### src/logic/fetch_pkg.sv
// Fetch stage package: address widths, opcode field, branch opcodes, queue entry type
package fetch_pkg;

	// Instruction address and word width
	localparam int ADDR_W = 32;

	// Opcode field inside an instruction word
	localparam int OPCODE_LSB = 21;
	localparam int OPCODE_MSB = 30;
	localparam int OPCODE_W   = OPCODE_MSB - OPCODE_LSB + 1;

	// Branch opcodes that trigger a BTB lookup
	localparam logic [OPCODE_W-1:0] OC_B   = 10'h0E0; // Immediate branch
	localparam logic [OPCODE_W-1:0] OC_BR  = 10'h0E1; // Register branch
	localparam logic [OPCODE_W-1:0] OC_BUR = 10'h0E2; // Unconditional register branch

	// One outstanding fetch request, oldest at the queue head
	typedef struct packed {
		logic              kernel_access; // Neither PSR[6:5] bit set
		logic              paging_ena;    // Either PSR[1:0] bit set
		logic [ADDR_W-1:0] addr;
	} fetch_queue_entry_t;

endpackage

### src/logic/sync_fifo.sv
// Synchronous show-ahead FIFO with a typed payload, flush and full/empty flags
`timescale 1ns/1ps

module sync_fifo #(
	parameter type payload_t = logic [31:0],
	parameter int  DEPTH     = 8
) (
	input  logic     iCLOCK,
	input  logic     inRESET,
	input  logic     flush,
	input  logic     wr_en,
	input  payload_t wr_data,
	output logic     full,
	input  logic     rd_en,
	output payload_t rd_data,
	output logic     empty
);
	localparam int PTR_W = (DEPTH > 1) ? $clog2(DEPTH) : 1;
	localparam int CNT_W = $clog2(DEPTH + 1);

	payload_t         mem [DEPTH];
	logic [PTR_W-1:0] wr_ptr;
	logic [PTR_W-1:0] rd_ptr;
	logic [CNT_W-1:0] count;
	logic             do_wr;
	logic             do_rd;

	// Wraps at DEPTH, so DEPTH need not be a power of two
	function automatic logic [PTR_W-1:0] ptr_inc(input logic [PTR_W-1:0] ptr);
		return (ptr == PTR_W'(DEPTH - 1)) ? '0 : ptr + 1'b1;
	endfunction

	assign full  = (count == CNT_W'(DEPTH));
	assign empty = (count == '0);

	// Flush wins over both ports
	assign do_wr = wr_en && !full && !flush;
	assign do_rd = rd_en && !empty && !flush;

	always_ff @(posedge iCLOCK or negedge inRESET) begin
		if (!inRESET) begin
			wr_ptr <= '0;
			rd_ptr <= '0;
			count  <= '0;
		end else if (flush) begin
			wr_ptr <= '0;
			rd_ptr <= '0;
			count  <= '0;
		end else begin
			if (do_wr)
				wr_ptr <= ptr_inc(wr_ptr);
			if (do_rd)
				rd_ptr <= ptr_inc(rd_ptr);
			if (do_wr && !do_rd)
				count <= count + 1'b1;
			else if (do_rd && !do_wr)
				count <= count - 1'b1;
		end
	end

	always_ff @(posedge iCLOCK) begin
		if (do_wr)
			mem[wr_ptr] <= wr_data;
	end

	assign rd_data = mem[rd_ptr]; // Head is visible before the read strobe

endmodule

### src/logic/branch_predictor.sv
// Direct-mapped branch target buffer with registered search and result training
`timescale 1ns/1ps

module branch_predictor #(
	parameter int ENTRIES = 8
) (
	input  logic                         iCLOCK,
	input  logic                         inRESET,
	input  logic                         search_stb,
	input  logic [fetch_pkg::ADDR_W-1:0] search_inst_addr,
	input  logic                         search_lock,
	output logic                         search_valid,
	output logic                         predict_taken,
	output logic [fetch_pkg::ADDR_W-1:0] predict_addr,
	input  logic                         result_valid,
	input  logic                         result_taken,
	input  logic [fetch_pkg::ADDR_W-1:0] result_target,
	input  logic [fetch_pkg::ADDR_W-1:0] result_inst_addr
);
	import fetch_pkg::*;

	// Address layout: tag | index | byte offset[1:0]
	localparam int IDX_W = $clog2(ENTRIES);
	localparam int TAG_W = ADDR_W - IDX_W - 2;

	logic [ENTRIES-1:0] entry_valid;
	logic [TAG_W-1:0]   entry_tag    [ENTRIES];
	logic [ADDR_W-1:0]  entry_target [ENTRIES];

	logic [IDX_W-1:0] search_idx;
	logic [TAG_W-1:0] search_tag;
	logic             search_hit;
	logic [IDX_W-1:0] result_idx;
	logic [TAG_W-1:0] result_tag;
	logic             result_match;

	assign search_idx = search_inst_addr[IDX_W+1:2];
	assign search_tag = search_inst_addr[ADDR_W-1:IDX_W+2];
	assign search_hit = entry_valid[search_idx] && (entry_tag[search_idx] == search_tag);

	assign result_idx   = result_inst_addr[IDX_W+1:2];
	assign result_tag   = result_inst_addr[ADDR_W-1:IDX_W+2];
	assign result_match = entry_valid[result_idx] && (entry_tag[result_idx] == result_tag);

	// Valid bits
	always_ff @(posedge iCLOCK or negedge inRESET) begin
		if (!inRESET) begin
			entry_valid <= '0;
		end else if (result_valid) begin
			if (result_taken)
				entry_valid[result_idx] <= 1'b1;
			else if (result_match)
				entry_valid[result_idx] <= 1'b0; // Not taken any more, drop it
		end
	end

	// Tag and target only change on a taken result
	always_ff @(posedge iCLOCK) begin
		if (result_valid && result_taken) begin
			entry_tag[result_idx]    <= result_tag;
			entry_target[result_idx] <= result_target;
		end
	end

	// Search result, frozen while decode is stalled
	always_ff @(posedge iCLOCK or negedge inRESET) begin
		if (!inRESET) begin
			search_valid  <= 1'b0;
			predict_taken <= 1'b0;
		end else if (!search_lock) begin
			search_valid  <= search_stb;
			predict_taken <= search_stb && search_hit;
		end
	end

	always_ff @(posedge iCLOCK) begin
		if (!search_lock && search_stb)
			predict_addr <= entry_target[search_idx];
	end

endmodule

### src/logic/fetch.sv
// Fetch unit: PC state machine, request queue, BTB lookup and decode output buffer
`timescale 1ns/1ps

module fetch #(
	parameter int QUEUE_DEPTH = 8,
	parameter int BTB_ENTRIES = 8,
	parameter int PREDICT_ENA = 1
) (
	input  logic                         iCLOCK,
	input  logic                         inRESET,
	input  logic [fetch_pkg::ADDR_W-1:0] psr,
	input  logic                         exception_event,
	input  logic                         exception_addr_set,
	input  logic [fetch_pkg::ADDR_W-1:0] exception_addr,
	input  logic                         result_valid,
	input  logic                         result_taken,
	input  logic [fetch_pkg::ADDR_W-1:0] result_target,
	input  logic [fetch_pkg::ADDR_W-1:0] result_inst_addr,
	output logic                         predict_flush,
	output logic                         fetch_req,
	output logic [fetch_pkg::ADDR_W-1:0] fetch_addr,
	input  logic                         fetch_lock,
	input  logic                         inst_valid,
	input  logic [fetch_pkg::ADDR_W-1:0] inst,
	input  logic                         pagefault,
	output logic                         prev_lock,
	output logic                         next_inst_valid,
	output logic [fetch_pkg::ADDR_W-1:0] next_inst,
	output logic [fetch_pkg::ADDR_W-1:0] next_pc,
	output logic                         next_pagefault,
	output logic                         next_paging_ena,
	output logic                         next_kernel_access,
	output logic                         next_branch_predict,
	output logic [fetch_pkg::ADDR_W-1:0] next_branch_predict_addr,
	input  logic                         fetch_stop,
	input  logic                         next_lock
);
	import fetch_pkg::*;

	typedef enum logic [1:0] {
		ST_RESET_START,
		ST_FETCHING,
		ST_EXCEPTION_WAIT
	} pc_state_t;

	pc_state_t          state;
	logic [ADDR_W-1:0]  pc;
	logic               issue;
	logic               pop;
	logic               capture;
	logic               flush;
	logic               pipe_clear;
	logic               search_stb;
	logic               queue_full;
	logic               queue_empty;
	fetch_queue_entry_t queue_wr_data;
	fetch_queue_entry_t queue_head;
	logic               btb_valid;
	logic               btb_taken;
	logic [ADDR_W-1:0]  btb_target;

	function automatic logic is_branch(input logic [ADDR_W-1:0] word);
		logic [OPCODE_W-1:0] opcode;
		opcode = word[OPCODE_MSB:OPCODE_LSB];
		return (opcode == OC_B) || (opcode == OC_BR) || (opcode == OC_BUR);
	endfunction

	assign flush      = (PREDICT_ENA != 0) && btb_valid && btb_taken && !next_lock;
	assign pipe_clear = exception_event || flush;

	// Source holds its word while prev_lock is high, so pop only when decode can take it
	assign pop        = inst_valid && !next_lock && !queue_empty;
	assign capture    = pop && !pipe_clear;
	assign search_stb = capture && is_branch(inst); // No lookup for a word being flushed

	assign issue = (state == ST_FETCHING) && !exception_event && !exception_addr_set &&
		!flush && !queue_full && !fetch_lock && !fetch_stop;

	assign fetch_req     = issue;
	assign fetch_addr    = pc;
	assign prev_lock     = next_lock;
	assign predict_flush = flush;

	assign queue_wr_data.addr          = pc;
	assign queue_wr_data.paging_ena    = psr[1] || psr[0];
	assign queue_wr_data.kernel_access = !(psr[6] || psr[5]);

	sync_fifo #(
		.payload_t (fetch_queue_entry_t),
		.DEPTH     (QUEUE_DEPTH)
	) queue_i (
		.iCLOCK  (iCLOCK),
		.inRESET (inRESET),
		.flush   (pipe_clear),
		.wr_en   (issue),
		.wr_data (queue_wr_data),
		.full    (queue_full),
		.rd_en   (pop),
		.rd_data (queue_head),
		.empty   (queue_empty)
	);

	branch_predictor #(
		.ENTRIES (BTB_ENTRIES)
	) btb_i (
		.iCLOCK           (iCLOCK),
		.inRESET          (inRESET),
		.search_stb       (search_stb),
		.search_inst_addr (queue_head.addr), // Head entry belongs to the returning word
		.search_lock      (next_lock),
		.search_valid     (btb_valid),
		.predict_taken    (btb_taken),
		.predict_addr     (btb_target),
		.result_valid     (result_valid),
		.result_taken     (result_taken),
		.result_target    (result_target),
		.result_inst_addr (result_inst_addr)
	);

	// PC state machine; address set beats exception, exception beats redirect
	always_ff @(posedge iCLOCK or negedge inRESET) begin
		if (!inRESET) begin
			state <= ST_RESET_START;
			pc    <= '0;
		end else if (exception_addr_set) begin
			state <= ST_FETCHING;
			pc    <= {exception_addr[ADDR_W-1:1], 1'b0};
		end else if (exception_event) begin
			state <= ST_EXCEPTION_WAIT;
		end else if (flush) begin
			state <= ST_FETCHING;
			pc    <= btb_target;
		end else begin
			case (state)
				ST_RESET_START: begin
					state <= ST_FETCHING;
					pc    <= '0;
				end
				ST_FETCHING: begin
					if (issue)
						pc <= pc + 32'd4;
				end
				ST_EXCEPTION_WAIT: state <= ST_EXCEPTION_WAIT; // Left only by an address set
				default: state <= ST_RESET_START;
			endcase
		end
	end

	// Output buffer valid
	always_ff @(posedge iCLOCK or negedge inRESET) begin
		if (!inRESET)
			next_inst_valid <= 1'b0;
		else if (pipe_clear)
			next_inst_valid <= 1'b0;
		else if (!next_lock)
			next_inst_valid <= pop;
	end

	// Output buffer payload
	always_ff @(posedge iCLOCK) begin
		if (capture) begin
			next_inst          <= inst;
			next_pc            <= queue_head.addr + 32'd4;
			next_pagefault     <= pagefault;
			next_paging_ena    <= queue_head.paging_ena;
			next_kernel_access <= queue_head.kernel_access;
		end
	end

	// Prediction travels alongside the branch word in the buffer
	assign next_branch_predict      = (PREDICT_ENA != 0) && btb_valid && btb_taken;
	assign next_branch_predict_addr = (PREDICT_ENA != 0) ? btb_target : '0;

endmodule

### src/logic/fetch_top.sv
// Fetch stage top level with queue depth, BTB size and prediction enable
`timescale 1ns/1ps

module fetch_top #(
	parameter int QUEUE_DEPTH = 8,
	parameter int BTB_ENTRIES = 8,
	parameter int PREDICT_ENA = 1
) (
	input  logic                         iCLOCK,
	input  logic                         inRESET,
	input  logic [fetch_pkg::ADDR_W-1:0] psr,
	input  logic                         exception_event,
	input  logic                         exception_addr_set,
	input  logic [fetch_pkg::ADDR_W-1:0] exception_addr,
	input  logic                         result_valid,
	input  logic                         result_taken,
	input  logic [fetch_pkg::ADDR_W-1:0] result_target,
	input  logic [fetch_pkg::ADDR_W-1:0] result_inst_addr,
	output logic                         predict_flush,
	output logic                         fetch_req,
	output logic [fetch_pkg::ADDR_W-1:0] fetch_addr,
	input  logic                         fetch_lock,
	input  logic                         inst_valid,
	input  logic [fetch_pkg::ADDR_W-1:0] inst,
	input  logic                         pagefault,
	output logic                         prev_lock,
	output logic                         next_inst_valid,
	output logic [fetch_pkg::ADDR_W-1:0] next_inst,
	output logic [fetch_pkg::ADDR_W-1:0] next_pc,
	output logic                         next_pagefault,
	output logic                         next_paging_ena,
	output logic                         next_kernel_access,
	output logic                         next_branch_predict,
	output logic [fetch_pkg::ADDR_W-1:0] next_branch_predict_addr,
	input  logic                         fetch_stop,
	input  logic                         next_lock
);

	fetch #(
		.QUEUE_DEPTH (QUEUE_DEPTH),
		.BTB_ENTRIES (BTB_ENTRIES),
		.PREDICT_ENA (PREDICT_ENA)
	) fetch_i (
		.iCLOCK                   (iCLOCK),
		.inRESET                  (inRESET),
		.psr                      (psr),
		.exception_event          (exception_event),
		.exception_addr_set       (exception_addr_set),
		.exception_addr           (exception_addr),
		.result_valid             (result_valid),
		.result_taken             (result_taken),
		.result_target            (result_target),
		.result_inst_addr         (result_inst_addr),
		.predict_flush            (predict_flush), // Source drops outstanding words on this
		.fetch_req                (fetch_req),
		.fetch_addr               (fetch_addr),
		.fetch_lock               (fetch_lock),
		.inst_valid               (inst_valid),
		.inst                     (inst),
		.pagefault                (pagefault),
		.prev_lock                (prev_lock),
		.next_inst_valid          (next_inst_valid),
		.next_inst                (next_inst),
		.next_pc                  (next_pc),
		.next_pagefault           (next_pagefault),
		.next_paging_ena          (next_paging_ena),
		.next_kernel_access       (next_kernel_access),
		.next_branch_predict      (next_branch_predict),
		.next_branch_predict_addr (next_branch_predict_addr),
		.fetch_stop               (fetch_stop),
		.next_lock                (next_lock)
	);

endmodule

### config.mk
export PLATFORM = sky130hd
export DESIGN_NAME = fetch_top
export DESIGN_NICKNAME = d
export VERILOG_FILES = /design/src/logic/fetch_pkg.sv /design/src/logic/sync_fifo.sv /design/src/logic/branch_predictor.sv /design/src/logic/fetch.sv /design/src/logic/fetch_top.sv
export SDC_FILE = /design/constraint.sdc
export NUM_CORES = 1
export LEC_CHECK = 0
export ABC_AREA = 1
export BUFFER_PORTS_ARGS = -buffer_cell sky130_fd_sc_hd__clkbuf_2
export CAP_MARGIN = 5
export CORE_UTILIZATION = 50
export DETAILED_ROUTE_END_ITERATION = 8
export GPL_TIMING_DRIVEN = 0
export HOLD_SLACK_MARGIN = 0.1
export PLACE_DENSITY = 0.68
export SKIP_CTS_REPAIR_TIMING = 1
export SLEW_MARGIN = 20
export SYNTH_ARGS = -nofsm -noshare
export SYNTH_HDL_FRONTEND = slang
export SYNTH_SLANG_ARGS = --single-unit
### constraint.sdc
create_clock -name iCLOCK -period 10.7 [get_ports iCLOCK]
set_clock_uncertainty 0.05 [all_clocks]
set_input_delay 1.605 -clock iCLOCK [delete_from_list [all_inputs] [get_ports iCLOCK]]
set_output_delay 1.605 -clock iCLOCK [all_outputs]
set_load 0.005 [all_outputs]
# Word-level counts from Yosys, hierarchy flattened
# Memories as Yosys holds them, arrays and structs flattened. A register that Yosys moved wholly into a read port is not among the register bits.
# Index checks and enable logic that the tools add are counted.
[word_totals] reg_bits=122 ram_bits=744 in_bits=171 out_inout_bits=136 mem_count=3
[classes] n_addsub=6 order_cmp=3 eq_ne=14 muxes=32 bitwise_logic=3 n_reduce_logical=50
[mem_list] memory="fetch_i.queue_i.mem" depth=8 width=34 read_ports=1 rd_clocked_by_memory_dff=0 wr=1 line_no="sync_fifo.sv:21" rtl="payload_t mem [DEPTH];"
[mem_list] memory="fetch_i.btb_i.entry_target" depth=8 width=32 read_ports=1 rd_clocked_by_memory_dff=1 wr=1 line_no="branch_predictor.sv:28" rtl="logic [ADDR_W-1:0] entry_target [ENTRIES];"
[mem_list] memory="fetch_i.btb_i.entry_tag" depth=8 width=27 read_ports=2 rd_clocked_by_memory_dff=0 wr=1 line_no="branch_predictor.sv:27" rtl="logic [TAG_W-1:0] entry_tag [ENTRIES];"
[op_table] op="$mux 32" count=4
[op_table] op="$add 32x3->32 const B" count=2
[op_table] op="$pmux 32 s2" count=1
[op_table] op="$eq 27x27->1" count=2
[op_table] op="$eq 10x8->1 const B" count=3
[op_table] op="$logic_and 1x1->1" count=24
[op_table] op="$mux 3" count=6
[op_table] op="$mux 8" count=2
[op_table] op="$logic_not 1->1" count=12
[op_table] op="$mux 4" count=3
[op_table] op="$mux 1" count=9
[op_table] op="$and 8x8->8" count=1
[op_table] op="$lt 3x4->1 const B" count=2
[op_table] op="$ne 4x3->1 const B" count=2
[op_table] op="$not 8->8" count=1
[op_table] op="$or 8x8->8" count=1
[op_table] op="$add 3x1->3 const B" count=2
[op_table] op="$bmux 1 s3" count=2
[op_table] op="$eq 3x3->1 const B" count=2
[op_table] op="$mux 2" count=3
[op_table] op="$pmux 2 s3" count=1
[op_table] op="$reduce_bool 2->1" count=3
[op_table] op="$logic_or 1x1->1" count=5
[op_table] op="$add 4x1->4 const B" count=1
[op_table] op="13 further kinds" count=14

# Longest topological paths before layout
[depth] ltp_word=14 depth_mapped=20

# Modules after synthesis
# From an unflattened synthesis, not the netlist that was laid out.
[unflattened] hier_cells=4209 area_unflattened_um2=41546.1
[by_module_without_submodules] mod="branch_predictor" instances=1 cells_each=2263 area_each_um2=23326.1 seq_area_each_um2=15384.8
[by_module_without_submodules] mod="sync_fifo" instances=1 cells_each=1267 area_each_um2=12321.8 seq_area_each_um2=8418.1
[by_module_without_submodules] mod="fetch" instances=1 cells_each=679 area_each_um2=5898.2 seq_area_each_um2=2887.8

# Worst setup path after synthesis
# No wires, ideal clock.
[synth_timing] path_kind="input-to-reg" startpoint="input next_lock" endpoint="register fetch_i.queue_i.count[3]" arrival_ps=6538 required_time_ps=10522 setup_slack_ps=3984 cell_stages=14 path_buffers=0 path_cell_list="inv_1 > nand2_1 > inv_1 > nor2_1 > inv_1 > nor2_1 > inv_1 > ha_1 > inv_1 > ha_1 > a21oi_1 > nand2_1 > xnor2_1 > o22ai_1"
[synth_between] elab_chain_len=12 elab_cells_between_ends=22
[synth_rtl] element="start: declaration" line_no="fetch_top.sv:36" rtl="input logic next_lock"
[synth_rtl] element="$logic_not 1->1 (*)" line_no="fetch.sv:68" rtl="assign flush = (PREDICT_ENA != 0) && btb_valid && btb_taken && !next_lock;"
[synth_rtl] element="$logic_and 1x1->1 (*)" line_no="fetch.sv:68"
[synth_rtl] element="net predict_flush" line_no="fetch_top.sv:19" rtl="output logic predict_flush,"
[synth_rtl] element="$logic_not 1->1" line_no="fetch.sv:77" rtl="!flush && !queue_full && !fetch_lock && !fetch_stop;"
[synth_rtl] element="$logic_and 1x1->1" line_no="fetch.sv:76" rtl="assign issue = (state == ST_FETCHING) && !exception_event && !exception_addr_set &&"
[synth_rtl] element="$logic_and 1x1->1 (3 in series)" line_no="fetch.sv:77"
[synth_rtl] element="$logic_and 1x1->1 (2 in series)" line_no="sync_fifo.sv:37" rtl="assign do_wr = wr_en && !full && !flush;"
[synth_rtl] element="$logic_and 1x1->1 or $logic_not 1->1 (tied branches)" line_no="sync_fifo.sv:54, sync_fifo.sv:56"
[synth_rtl] element="$mux 4 or $logic_and 1x1->1 (tied branches)" line_no="sync_fifo.sv:54, sync_fifo.sv:56"
[synth_rtl] element="$mux 4 or $reduce_bool 3->1 (tied branches)"
[synth_rtl] element="end signal: assignment" line_no="sync_fifo.sv:55" rtl="count <= count + 1'b1;"
[synth_rtl] element="end signal: assignment" line_no="sync_fifo.sv:57" rtl="count <= count - 1'b1;"
[synth_rtl] element="end: declaration" line_no="sync_fifo.sv:24" rtl="logic [CNT_W-1:0] count;"
# The timed path passes the listed nets; every way through them passes the cells marked *.
# A chain may end at the register's enable or synchronous reset.

# Worst setup path in the final report
[layout_timing] startpoint="input next_lock" endpoint="memory fetch_i.queue_i.mem[1][18] in the netlist's numbering, enable pin"
[layout_between] elab_chain_len=11 elab_cells_between_ends=13
[layout_rtl] element="$logic_not 1->1 (*)" line_no="fetch.sv:68"
[layout_rtl] element="$logic_and 1x1->1 (*)" line_no="fetch.sv:68"
[layout_rtl] element="$logic_not 1->1" line_no="fetch.sv:77"
[layout_rtl] element="$logic_and 1x1->1" line_no="fetch.sv:76"
[layout_rtl] element="$logic_and 1x1->1 (3 in series)" line_no="fetch.sv:77"
[layout_rtl] element="$logic_and 1x1->1" line_no="sync_fifo.sv:37"
[layout_rtl] element="$logic_and 1x1->1 (*)" line_no="sync_fifo.sv:37"
[layout_rtl] element="$mux 1 (*)" line_no="sync_fifo.sv:62" rtl="if (do_wr)"
[layout_rtl] element="$mux 1 (implied by the code) (*)" line_no="sync_fifo.sv:63" rtl="mem[wr_ptr] <= wr_data;"
[layout_rtl] element="end: declaration" line_no="sync_fifo.sv:21"
# Mark *: on every way between the ends. The rest lies on a longest branch, timed or not.

==> parameters.txt <==
Parameter                              Value

Timing
  RSZ-0062 raised after global routing    no
  Minimum clock period after layout    about 5 ns
  Hold violation total from the final report    0
  Worst-Margin Slew    between 1 and 1.5 ns
  Peak clock frequency supported by timing    approximately 0.21 GHz
  Fin crit share    between 40% and 50%
  Total negative setup slack    0 ns
  Pins Over Slew Limit    0
  Max-slew headroom    28.64%
  Final hold slack    0.4250 ns
  Final setup viols    0

Synth
  Post-Syn Nets    3698
  Fraction of post-synthesis cell area in the top cell type by area    64.49%
  Average instance area after synthesis    roughly 11 um2
  Biggest area consumer among synthesized cells    edfxtp_1
  Most used standard cell by instance count after synthesis    edfxtp_1
  Share of the yosys chip area belonging to registers    68.00%
  Top cells by instance count after synthesis    edfxtp_1, nand2_1, nor2_1
  Post-synthesis instance area    slightly below 40000 um2
  Top cells by area, synth    edfxtp_1, nand2_1, nor2_1
  Cells after synthesis    3517
  Number of enable-type register cells in the synthesized netlist    843
  Number of library cell types mapped by synthesis    57
  Register bit total from synthesis    between 800 and 900
  Number of warnings reported in the yosys synthesis log    0
  Most common flop cell mapped by yosys    edfxtp_1
  Proportion of synthesized flip-flops having asynchronous set or reset    approximately 6.1%

Floorplanning
  Die Footprint    about 80000 um2
  Starting Density    50.59%
  Number of I/O pins    a little over 300
  Floorplan row count    ~100
  Die Y-Extent    282.2 um
  Area of the core region    about 78000 um2
  Horizontal die dimension    282.2 um

Place
  HPWL after detailed placement    around 88000 um
  Number of I/O port buffers    between 200 and 300
  Number of placed cells counting well taps    roughly 4900
  Final weighted congestion in routability-driven placement    between 0.9 and 1

Clocking
  CTS root buffer    clkbuf_16
  Insertion delay to the later sink of the worst-skew pair    ~0.67 ns
  Clock Path Buffers    3
  Depth of the CTS H-tree    3
  Clock edge transition at the registers on the reported setup and hold paths    around 0.070 ns
  Sinks on Clock Net    ~900
  Num CTS Buffers    92
  TritonCTS clock tree    yes

Worst setup path
  Type of the setup path with the least slack    in2reg
  Worst-path cell chain    clkbuf_2 > inv_1 > nand2_1 > nand2_1 > nor2_1 > nand2_1 > nor4_2 > clkbuf_1 > nand2_1 > nor3_2 > buf_4 > buf_4 > buf_4
  FF-to-FF Start    fetch_i.queue_i.rd_ptr[0]
  Number of cells on the worst reg-to-reg path    16
  Reg2reg setup slack    between 6 and 7 ns
  Destination of the worst register-to-register timing path    fetch_i.next_pc[20]
  Biggest cell delay along the critical path    between 0.7 and 0.8 ns
  Cell at the slowest stage of the critical path    nor3_2
  Critical path required time    10.97 ns
  Type of element launching the critical path    input port
  Dominant cell type by count on the critical path    nand2_1
  Maximum fanout count along the critical path    10
  Element type at the critical path end    flip-flop
  Arrival time worst endpoint    approximately 5.1 ns

Pwr
  Combinational cell fraction of total power    approximately 9%
  Total internal power    6023 uW
  Relative contribution of sequential cells to total power    between 50% and 60%
  Max IR drop VDD    approximately 0.13 mV
  Power per standard cell area    between 150 and 200 nW/um2
  P_leak    about 0.017 uW
  Total power of the final layout    8015 uW
  Net switching fraction of the power    roughly a quarter
  Switching power    between 1500 and 2000 uW
  Clock power share    40.7%

Finish
  Util after Layout    59.36%
  Layout net count    4129
  Count of placed standard cells in the final layout, fillers left out    around 5000
  Fraction of layout instances using a drive strength above 1    17.48%
  Fillers    6270
  Area added between synthesis and finish    17.35%

Global route
  Initial antenna violation count    13
  Met1 Track Usage GR    between 40% and 50%
  Maximum number of pins on one net before global-route repair    34
  GRT Overall Usage    a little under a third
  Overflow left after global routing    0
  Met2 track demand over resource    between 40% and 50%
  Layer carrying the most global-route usage    met2
  Via count of the first global-routing pass    approximately 28000
  First-pass GRT wire length    ~180000 um
  Met3 demand-to-capacity share in global routing    under 10%

Min path
  Class of the tightest hold or removal check    reg2reg
  Instance count along the most critical hold path    2

Route
  Vias/cell    around 6.0
  Number of remaining DRC errors    0
  Total Wirelength    ~130000 um
  Residual antenna-violating net count after detailed routing    0
  DR WL/cell    roughly 25 um
  DRT iter0 DRCs    roughly 4500
  Overall via count from detail_route    around 30000
  Length of the first detailed-routing pass in iterations    6

Job
  Max capacitance violation total    0

Status
  Outcome    complete, no violations
-- layout make-up --
class	instances	area (um2)	area share, %
Timing Repair Buffer	337	2316	5.028
Clock buffer	114	2405	5.221
Clock inverter	60	673.1	1.461
Sequential cell	898	26690	57.95
Antenna cell	3	7.507	0.01630
Inverter	203	762.0	1.654
Tap cell	1040	1301	2.825
Multi-Input combinational cell	2196	10660	23.14
Buffer	220	1247	2.708
-- logic make-up (layout without fill, tap and decap cells) --
group,after synthesis,in the layout,synth area share [%]
AND/OR/NAND/NOR,1553,1553,16.79
other,0,3,0
XOR/XNOR,37,37,0.8256
multiplexers,1,1,0.02550
adder cells (fa/ha/maj),10,10,0.3379
AO/OA/AOI/OAI,595,595,8.906
flip-flops,898,898,68.00
buffers and inverters,423,934,5.119
-- worst max-delay path: cells and delay by family --
family	cells	cell delay (ns)
AND/OR/NAND/NOR	7	2.00
buffers and inverters	6	1.51
-- power groups by stage --
stage / clock network, uW / logic, uW / registers (uW)
6_report: 3260 / 722 / 4030
5_1_grt: 3400 / 772 / 4040
4_1_cts: 3270 / 700 / 4030
3_5_place_dp: 0 / 696 / 4100
3_3_place_gp: 0 / 673 / 4100
2_1_floorplan: 0 / 395 / 4060
-- placed cells by master, fill, tap and decap left out, drive strengths merged, types with 3 or more instances in the layout --
master	n
nor4	8
dfrtp	55
a221oi	16
o21ai	325
ha	9
bufinv	10
clkinvlp	12
clkbuf	451
nand2	612
buf	220
nor2	503
diode	3
a21oi	47
nand3b	3
a41oi	5
or2	5
nand3	351
and3	5
a211oi	5
a32oi	6
o211ai	15
a22oi	22
clkinv	32
edfxtp	843
a22o	11
nand4	34
xor2	31
o2111ai	3
inv	209
o22ai	85
nor3	30
a31oi	40
xnor2	6
o221ai	5
-- state kept, by name (all words and copies together) (netlist names), 2 cells and up, named ones only --
signal / flops
fetch_i.queue_i.mem: 272
fetch_i.btb_i.entry_target: 256
fetch_i.btb_i.entry_tag: 216
fetch_i.btb_i.predict_addr: 32
fetch_i.fetch_addr: 32
fetch_i.next_inst: 32
fetch_i.next_pc: 32
fetch_i.queue_i.count: 4
fetch_i.queue_i.rd_ptr: 3
fetch_i.queue_i.wr_ptr: 3
fetch_i.state: 2
-- metal layers --
| layer | part of all wire [%] | vias to the layer above |
|---|---|---|
| met3 | 13 | 382 |
| met4 | 4.0 | 16 |
| met1 | 38 | 14400 |
| li1 | - | 13370 |
| met2 | 46 | 2157 |
| met5 | 0.081 | - |
-- worst max path at each step --
stage / startpoint / endpoint / slack (ns) / cells after the start
after floorplan: next_lock / fetch_i.queue_i.count[3] / 3.98 / 14
after global placement: next_lock / fetch_i.btb_i.predict_taken / 1.25 / 17
after detailed placement: next_lock / fetch_i.queue_i.mem[1][11] / 5.26 / 13
after CTS: next_lock / fetch_i.queue_i.mem[1][10] / 5.91 / 13
after global routing: next_lock / fetch_i.queue_i.mem[3][14] / 5.57 / 13
final: next_lock / fetch_i.queue_i.mem[1][18] / 5.84 / 13
-- per-stage QoR --
stage / cell area [um2] / setup WS [ns]
global placement: 41920 / 1.246
global route: 46060 / 5.572
floorplan: 39250 / 3.984
CTS: 46050 / 5.907
detailed placement: 42980 / 5.257
finish: 46060 / 5.841
(Power assumes the default switching activity.)
